File: src/include/arith_stream_macros.svh
`ifndef ARITH_STREAM_MACROS_SVH
`define ARITH_STREAM_MACROS_SVH

// operand and result width
`define DATA_W 8

// stages between acceptance and the FIFO write
`define PIPE_DEPTH 4

// FIFO address bits
`define FIFO_K 2

// entries in the output FIFO
`define FIFO_DEPTH (1 << `FIFO_K)

`endif

File: src/logic/stream_pkg.sv
`default_nettype none

`include "arith_stream_macros.svh"

package stream_pkg;

  typedef logic [`DATA_W-1:0] data_t;

  // one add/sub request, 17 bits
  typedef struct packed {
    logic  add;   // high adds, low subtracts
    data_t a;
    data_t b;
  } req_t;

  // one result with its flags, 10 bits
  typedef struct packed {
    data_t result;
    logic  z;     // result is zero
    logic  n;     // msb of result
  } rsp_t;

endpackage

`default_nettype wire

File: src/logic/flow_pkg.sv
`default_nettype none

`include "arith_stream_macros.svh"

package flow_pkg;

  // FIFO occupancy, 0 up to the full depth
  typedef logic [`FIFO_K:0] level_t;

  // valid items inside the pipeline, 0 up to PIPE_DEPTH
  typedef logic [$clog2(`PIPE_DEPTH+1)-1:0] inflight_t;

  // in-flight plus occupancy, wide enough for both at their maximum
  typedef logic [$clog2(`PIPE_DEPTH+`FIFO_DEPTH+1)-1:0] credit_t;

endpackage

`default_nettype wire

File: src/logic/skid_buf.sv
`timescale 1ns/1ps
`default_nettype none

module skid_buf #(
  parameter type T = logic
) (
  input  wire logic clk,
  input  wire logic rst,
  input  wire logic us_valid,
  input  wire T     us_data,
  output logic      us_stall,
  output logic      ds_valid,
  output T          ds_data,
  input  wire logic ds_stall
);

  logic stall_q;      // ds_stall seen one cycle late
  logic hold_valid;
  T     hold_data;
  logic pass_valid;
  logic hold_load;

  // upstream only learns about a stall a cycle after it happened
  assign us_stall   = stall_q;
  assign pass_valid = us_valid & ~stall_q;  // item handed over this cycle

  // the held item always goes first
  assign ds_valid = hold_valid | pass_valid;
  assign ds_data  = hold_valid ? hold_data : us_data;

  // handed over but refused downstream
  assign hold_load = ds_stall & pass_valid;

  always_ff @(posedge clk, posedge rst) begin
    if (rst) begin
      stall_q    <= 1'b0;
      hold_valid <= 1'b0;
    end else begin
      stall_q <= ds_stall;
      if (!ds_stall) begin
        hold_valid <= 1'b0;  // entry drained or never used
      end else if (hold_load) begin
        hold_valid <= 1'b1;
      end
    end
  end

  always_ff @(posedge clk) begin
    if (hold_load) begin
      hold_data <= us_data;
    end
  end

  // a full entry keeps upstream stalled until it has drained
  a_hold_no_overwrite: assert property (
    @(posedge clk) disable iff (rst)
    hold_valid |-> !pass_valid
  ) else $error("skid_buf: new item accepted while hold entry is full");

  // a refused item is offered again, unchanged, in the next cycle
  a_ds_stable: assert property (
    @(posedge clk) disable iff (rst)
    ds_valid && ds_stall |=> ds_valid && $stable(ds_data)
  ) else $error("skid_buf: stalled downstream item changed or vanished");

endmodule

`default_nettype wire

File: src/logic/delay_line.sv
`timescale 1ns/1ps
`default_nettype none

module delay_line #(
  parameter type         T   = logic,
  parameter int unsigned LEN = 1
) (
  input  wire logic clk,
  input  wire logic rst,
  input  wire T     d,
  output T          q
);

  generate
    if (LEN == 0) begin : g_wire
      assign q = d;
    end else begin : g_regs
      T stage [LEN];

      always_ff @(posedge clk, posedge rst) begin
        if (rst) begin
          for (int i = 0; i < LEN; i++) begin
            stage[i] <= '0;
          end
        end else begin
          stage[0] <= d;
          for (int i = 1; i < LEN; i++) begin
            stage[i] <= stage[i-1];  // one step per clock
          end
        end
      end

      assign q = stage[LEN-1];
    end
  endgenerate

endmodule

`default_nettype wire

File: src/logic/arith_pipe.sv
`timescale 1ns/1ps
`default_nettype none

`include "arith_stream_macros.svh"

module arith_pipe
  import stream_pkg::*, flow_pkg::*;
(
  input  wire logic   clk,
  input  wire logic   rst,
  input  wire logic   us_valid,
  input  wire req_t   us_data,
  output logic        us_stall,
  input  wire level_t level,
  output logic        wr_valid,
  output rsp_t        wr_data
);

  logic      accept;
  data_t     sum;
  rsp_t      entry_rsp;
  inflight_t inflight;
  credit_t   credit_used;

  // every item in the pipe already owns a FIFO slot
  assign credit_used = credit_t'(inflight) + credit_t'(level);
  assign us_stall    = credit_used >= credit_t'(`FIFO_DEPTH);
  assign accept      = us_valid & ~us_stall;

  // result and flags are formed on entry, the stages only carry them
  assign sum = us_data.add ? us_data.a + us_data.b : us_data.a - us_data.b;

  always_comb begin
    entry_rsp.result = sum;
    entry_rsp.z      = (sum == '0);
    entry_rsp.n      = sum[`DATA_W-1];
  end

  delay_line #(
    .T   (rsp_t),
    .LEN (`PIPE_DEPTH)
  ) u_data_line (
    .clk,
    .rst,
    .d (entry_rsp),
    .q (wr_data)
  );

  // valid chain runs beside the data
  delay_line #(
    .T   (logic),
    .LEN (`PIPE_DEPTH)
  ) u_valid_line (
    .clk,
    .rst,
    .d (accept),
    .q (wr_valid)
  );

  always_ff @(posedge clk, posedge rst) begin
    if (rst) begin
      inflight <= '0;
    end else begin
      case ({accept, wr_valid})
        2'b10:   inflight <= inflight + 1'b1;
        2'b01:   inflight <= inflight - 1'b1;
        default: inflight <= inflight;  // none or both
      endcase
    end
  end

  // counter tracks the valid chain, so it cannot pass the stage count
  a_inflight_bound: assert property (
    @(posedge clk) disable iff (rst)
    inflight <= inflight_t'(`PIPE_DEPTH)
  ) else $error("arith_pipe: in-flight count above PIPE_DEPTH");

endmodule

`default_nettype wire

File: src/logic/out_fifo.sv
`timescale 1ns/1ps
`default_nettype none

`include "arith_stream_macros.svh"

module out_fifo
  import flow_pkg::*;
#(
  parameter type T = logic
) (
  input  wire logic clk,
  input  wire logic rst,
  input  wire logic wr_valid,
  input  wire T     wr_data,
  output logic      rd_valid,
  output T          rd_data,
  input  wire logic rd_stall,
  output level_t    level
);

  localparam int DEPTH = `FIFO_DEPTH;

  // top bit is the wrap bit
  typedef logic [`FIFO_K:0] ptr_t;

  T     mem [DEPTH];
  ptr_t wr_ptr;
  ptr_t rd_ptr;
  logic empty;
  logic full;
  logic do_wr;
  logic do_rd;

  assign empty = (rd_ptr == wr_ptr);
  assign full  = (rd_ptr == {~wr_ptr[`FIFO_K], wr_ptr[`FIFO_K-1:0]});

  assign do_wr = wr_valid & ~full;
  assign do_rd = rd_valid & ~rd_stall;

  assign rd_valid = ~empty;
  assign rd_data  = mem[rd_ptr[`FIFO_K-1:0]];  // head shown straight away
  assign level    = level_t'(wr_ptr - rd_ptr);

  always_ff @(posedge clk, posedge rst) begin
    if (rst) begin
      wr_ptr <= '0;
      rd_ptr <= '0;
    end else begin
      if (do_wr) begin
        wr_ptr <= wr_ptr + 1'b1;
      end
      if (do_rd) begin
        rd_ptr <= rd_ptr + 1'b1;
      end
    end
  end

  always_ff @(posedge clk) begin
    if (do_wr) begin
      mem[wr_ptr[`FIFO_K-1:0]] <= wr_data;
    end
  end

  // the writer's credit rule must keep a free slot for every write
  a_no_write_when_full: assert property (
    @(posedge clk) disable iff (rst)
    wr_valid |-> !full
  ) else $error("out_fifo: write arrived while full");

endmodule

`default_nettype wire

File: src/logic/arith_stream_top.sv
`timescale 1ns/1ps
`default_nettype none

module arith_stream_top
  import stream_pkg::*, flow_pkg::*;
(
  input  wire logic clk,
  input  wire logic rst,
  input  wire logic in_valid,
  input  wire req_t in_req,
  output logic      in_stall,
  output logic      out_valid,
  output rsp_t      out_rsp,
  input  wire logic out_stall
);

  logic   pipe_valid;
  req_t   pipe_req;
  logic   pipe_stall;
  logic   wr_valid;
  rsp_t   wr_data;
  level_t level;

  skid_buf #(
    .T (req_t)
  ) u_skid (
    .clk,
    .rst,
    .us_valid (in_valid),
    .us_data  (in_req),
    .us_stall (in_stall),
    .ds_valid (pipe_valid),
    .ds_data  (pipe_req),
    .ds_stall (pipe_stall)
  );

  arith_pipe u_pipe (
    .clk,
    .rst,
    .us_valid (pipe_valid),
    .us_data  (pipe_req),
    .us_stall (pipe_stall),
    .level    (level),      // occupancy fed back for credits
    .wr_valid (wr_valid),
    .wr_data  (wr_data)
  );

  out_fifo #(
    .T (rsp_t)
  ) u_fifo (
    .clk,
    .rst,
    .wr_valid (wr_valid),
    .wr_data  (wr_data),
    .rd_valid (out_valid),
    .rd_data  (out_rsp),
    .rd_stall (out_stall),
    .level    (level)
  );

endmodule

`default_nettype wire

File: config.mk
export PLATFORM = sky130hd
export DESIGN_NAME = arith_stream_top
export DESIGN_NICKNAME = d
export VERILOG_FILES = /design/src/logic/stream_pkg.sv /design/src/logic/flow_pkg.sv /design/src/logic/skid_buf.sv /design/src/logic/delay_line.sv /design/src/logic/arith_pipe.sv /design/src/logic/out_fifo.sv /design/src/logic/arith_stream_top.sv
export VERILOG_INCLUDE_DIRS = /design/src /design/src/include
export SDC_FILE = /design/constraint.sdc
export NUM_CORES = 1
export LEC_CHECK = 0
export ABC_AREA = 1
export BUFFER_PORTS_ARGS = -buffer_cell sky130_fd_sc_hd__buf_2
export CAP_MARGIN = 25
export CORE_MARGIN = 5
export CORE_UTILIZATION = 35
export CTS_BUF_LIST = sky130_fd_sc_hd__clkbuf_16
export DETAILED_ROUTE_END_ITERATION = 8
export HOLD_SLACK_MARGIN = 0.03
export PLACE_DENSITY_LB_ADDON = 0.25
export SLEW_MARGIN = 10
export SYNTH_ARGS = -nofsm -noshare
export SYNTH_HDL_FRONTEND = slang
export SYNTH_SLANG_ARGS = --single-unit
File: constraint.sdc
create_clock -name clk -period 4.46 [get_ports clk]
set_input_delay 0.669 -clock clk [delete_from_list [all_inputs] [get_ports clk]]
set_output_delay 0.669 -clock clk [all_outputs]
set_load 0.02 [all_outputs]
==> impl_metrics.env <==
export IMPL_numCtsBuffers=9
export IMPL_fin_util=0.415
export IMPL_clkTransAtPathRegs_ps=70
export IMPL_seq_area_frac_synth=0.664
export IMPL_instances_no_fill=582
export IMPL_areaGrowthSynthToFinish_pct=15.7
export IMPL_gp_congestion=0.751
export IMPL_route_detailed_drc=0
export IMPL_dr_pass1_iters=4
export IMPL_fmax_mhz=291
export IMPL_dp_cells=565
export IMPL_layout_common_cells="nand2_1, edfxtp_1, dfrtp_1, inv_1"
export IMPL_finalInstanceArea_um2=5000
export IMPL_maxSlewHeadroom=0.387
export IMPL_finalSetupViolCount=0
export IMPL_ys_types=29
export IMPL_core_area_um2=12100
export IMPL_status="finished clean"
export IMPL_drtAntennaViolNets=0
export IMPL_crit_required_ps=4710
export IMPL_syn_area_per_cell_um2=11.7
export IMPL_num_antenna_cells=0
export IMPL_slew_viol_final=0
export IMPL_path_class="flop to flop"
export IMPL_grt_max_degree=52
export IMPL_die_w_um=121
export IMPL_dp_hpwl_um=4870
export IMPL_avgRoutedWirePerCell_um=12.1
export IMPL_cts_hold_buf=0
export IMPL_postCtsResizedCells=0
export IMPL_fin_skew_ps=6.45
export IMPL_max_slew_worst_pin_slew_ps=917
export IMPL_cp_start_kind="flop"
export IMPL_grt_pass1_vias=2568
export IMPL_htree_levels=3
export IMPL_vias=2535
export IMPL_fin_ws_ps=1020
export IMPL_port_buffers=32
export IMPL_io_pins=33
export IMPL_synth_warning_count=0
export IMPL_fin_tns_setup_ps=0
export IMPL_rsz0062_at_grt="no"
export IMPL_final_common_cell="nand2_1"
export IMPL_yosys_area_top_type_share=0.368
export IMPL_cts_tree="yes"
export IMPL_die_area_um2=14700
export IMPL_holdWs_ps=256
export IMPL_die_h_um=121
export IMPL_arrival_ps=3690
export IMPL_drive_gt1_frac=0.169
export IMPL_worst_hold_path_type="input port to async pin"
export IMPL_endpoint_kind="flop"
export IMPL_cp_common_cell="inv_1"
export IMPL_hold_viol=0
export IMPL_cts_setup_buffers=0
export IMPL_power_density_nw_per_um2=759
export IMPL_clockBufferDepth=2
export IMPL_grt_remaining_overflow=0
export IMPL_dpl_cell_area_um2=4670
export IMPL_cts_sinks=104
export IMPL_synth_main_ff_cell="edfxtp_1"
export IMPL_cts_root_buffer="clkbuf_16"
export IMPL_cap_viol_max_count=0
export IMPL_grt_usage=0.105
export IMPL_synth_area_leaders="edfxtp_1, dfrtp_1, nand2_1, ha_1, inv_1"
export IMPL_cp_slowest_stage_delay_ps=550
export IMPL_slowest_stage="nor4_1"
export IMPL_yosysTopAreaCell="edfxtp_1"
export IMPL_period_share=0.771
export IMPL_final_nets=451
export IMPL_synthCells=370
export IMPL_cp_max_fo=4
export IMPL_static_leakage_power_nw=2.18
export IMPL_row_count=40
export IMPL_power_mw=3.80
export IMPL_pre_cts_slack_ps=1020
export IMPL_grt_pass1_wl_um=12200
export IMPL_fin_crit_ps=3440
export IMPL_vias_per_cell=4.36
export IMPL_start_util=0.358
export IMPL_clk_latency_ps=340
export IMPL_drt_total_wl_um=7060
export IMPL_cp_cell_sequence="inv_1, ha_1, inv_1, fa_1, xnor2_1, inv_1, ha_1, nor4_1, inv_1, nor2_1, inv_1, ha_1, inv_1, fa_1, o21ai_0"
export IMPL_drt_iter0_markers=83
export IMPL_syn_area_um2=4320
export IMPL_async_flop_share=0.490
export IMPL_ys_seq_elements=104
export IMPL_syn_nets=412
export IMPL_vdd_drop_max_mv=0.326
export IMPL_synth_edf_count=53
export IMPL_antenna_found_initial=0
## cell usage after synthesis (4+ instances only)
master / count
nand3_1: 14
nand2_1: 64
dfrtp_1: 51
clkbuf_1: 4
a21oi_1: 8
inv_1: 40
xnor2_1: 5
o21ai_0: 24
nand2_2: 6
nor2_2: 4
ha_1: 18
nor2_1: 32
xor2_1: 10
o22ai_1: 9
edfxtp_1: 53
## layer usage
metal  global-route usage  part of all wire  wire length [µm]
met4               0.0326             0.016               112
met3               0.0326             0.040               280
met1                0.129              0.45              3200
met5                    0                 0                 0
met2                0.177              0.49              3460
## kinds of logic after synthesis
family	share of synthesized area
AO/OA/AOI/OAI	0.0631
XOR/XNOR	0.0304
adder cells (fa/ha/maj)	0.0660
buffers and inverters	0.0507
flip-flops	0.664
AND/OR/NAND/NOR	0.126
## worst max-delay path, delay by kind of cell (launching register included)
kind            cells  cell delay, ps
fa+ha+maj           5            1390
flops               1             400
buf+inv             6             520
compound gates      1             170
xor+xnor            1             170
simple gates        2             700
## cell type report
type                    count  area (µm²)
inverters                  43         161
repair buffers             37         210
clock buffers               9         225
flip-flops and latches    104        2870
fillers                  1140        7060
multi-input cells         214        1240
clock inverters             7        87.6
well taps                 168         210
## flip-flops by register name, summed over array words and instances (netlist names)
register,cells
u_pipe.u_valid_line.q,1
u_skid.us_stall,1
u_fifo.mem,36
u_pipe.u_valid_line.g_regs.stage,3
u_skid.hold_valid,1
u_skid.hold_data,17
u_pipe.u_data_line.g_regs.stage,27
u_fifo.rd_ptr,3
u_pipe.inflight,3
u_fifo.wr_ptr,3
u_pipe.u_data_line.q,9
## path summary, 6_finish.rpt
kind                                                  endpoint  cells after the start  slack (ps)                                 from
max                                         u_pipe.inflight[1]                     15        1020                     u_fifo.wr_ptr[0]
min                                      u_pipe.u_valid_line.q                      2         260                                  rst
max reg2reg                                 u_pipe.inflight[1]                     15        1020                     u_fifo.wr_ptr[0]
min reg2reg                u_pipe.u_data_line.g_regs.stage[18]                      0         340  u_pipe.u_data_line.g_regs.stage[28]
max in group asynchronous  u_pipe.u_data_line.g_regs.stage[37]                      3        3720                                  rst
min in group clk           u_pipe.u_data_line.g_regs.stage[18]                      0         340  u_pipe.u_data_line.g_regs.stage[28]
## power by group
group | internal (mW) | switching, mW | total [mW]
logic | 0.538 | 0.956 | 1.49
clock network | 0.447 | 0.353 | 0.800
registers | 1.35 | 0.152 | 1.50
Note: power is estimated with default switching activity, not from simulation.
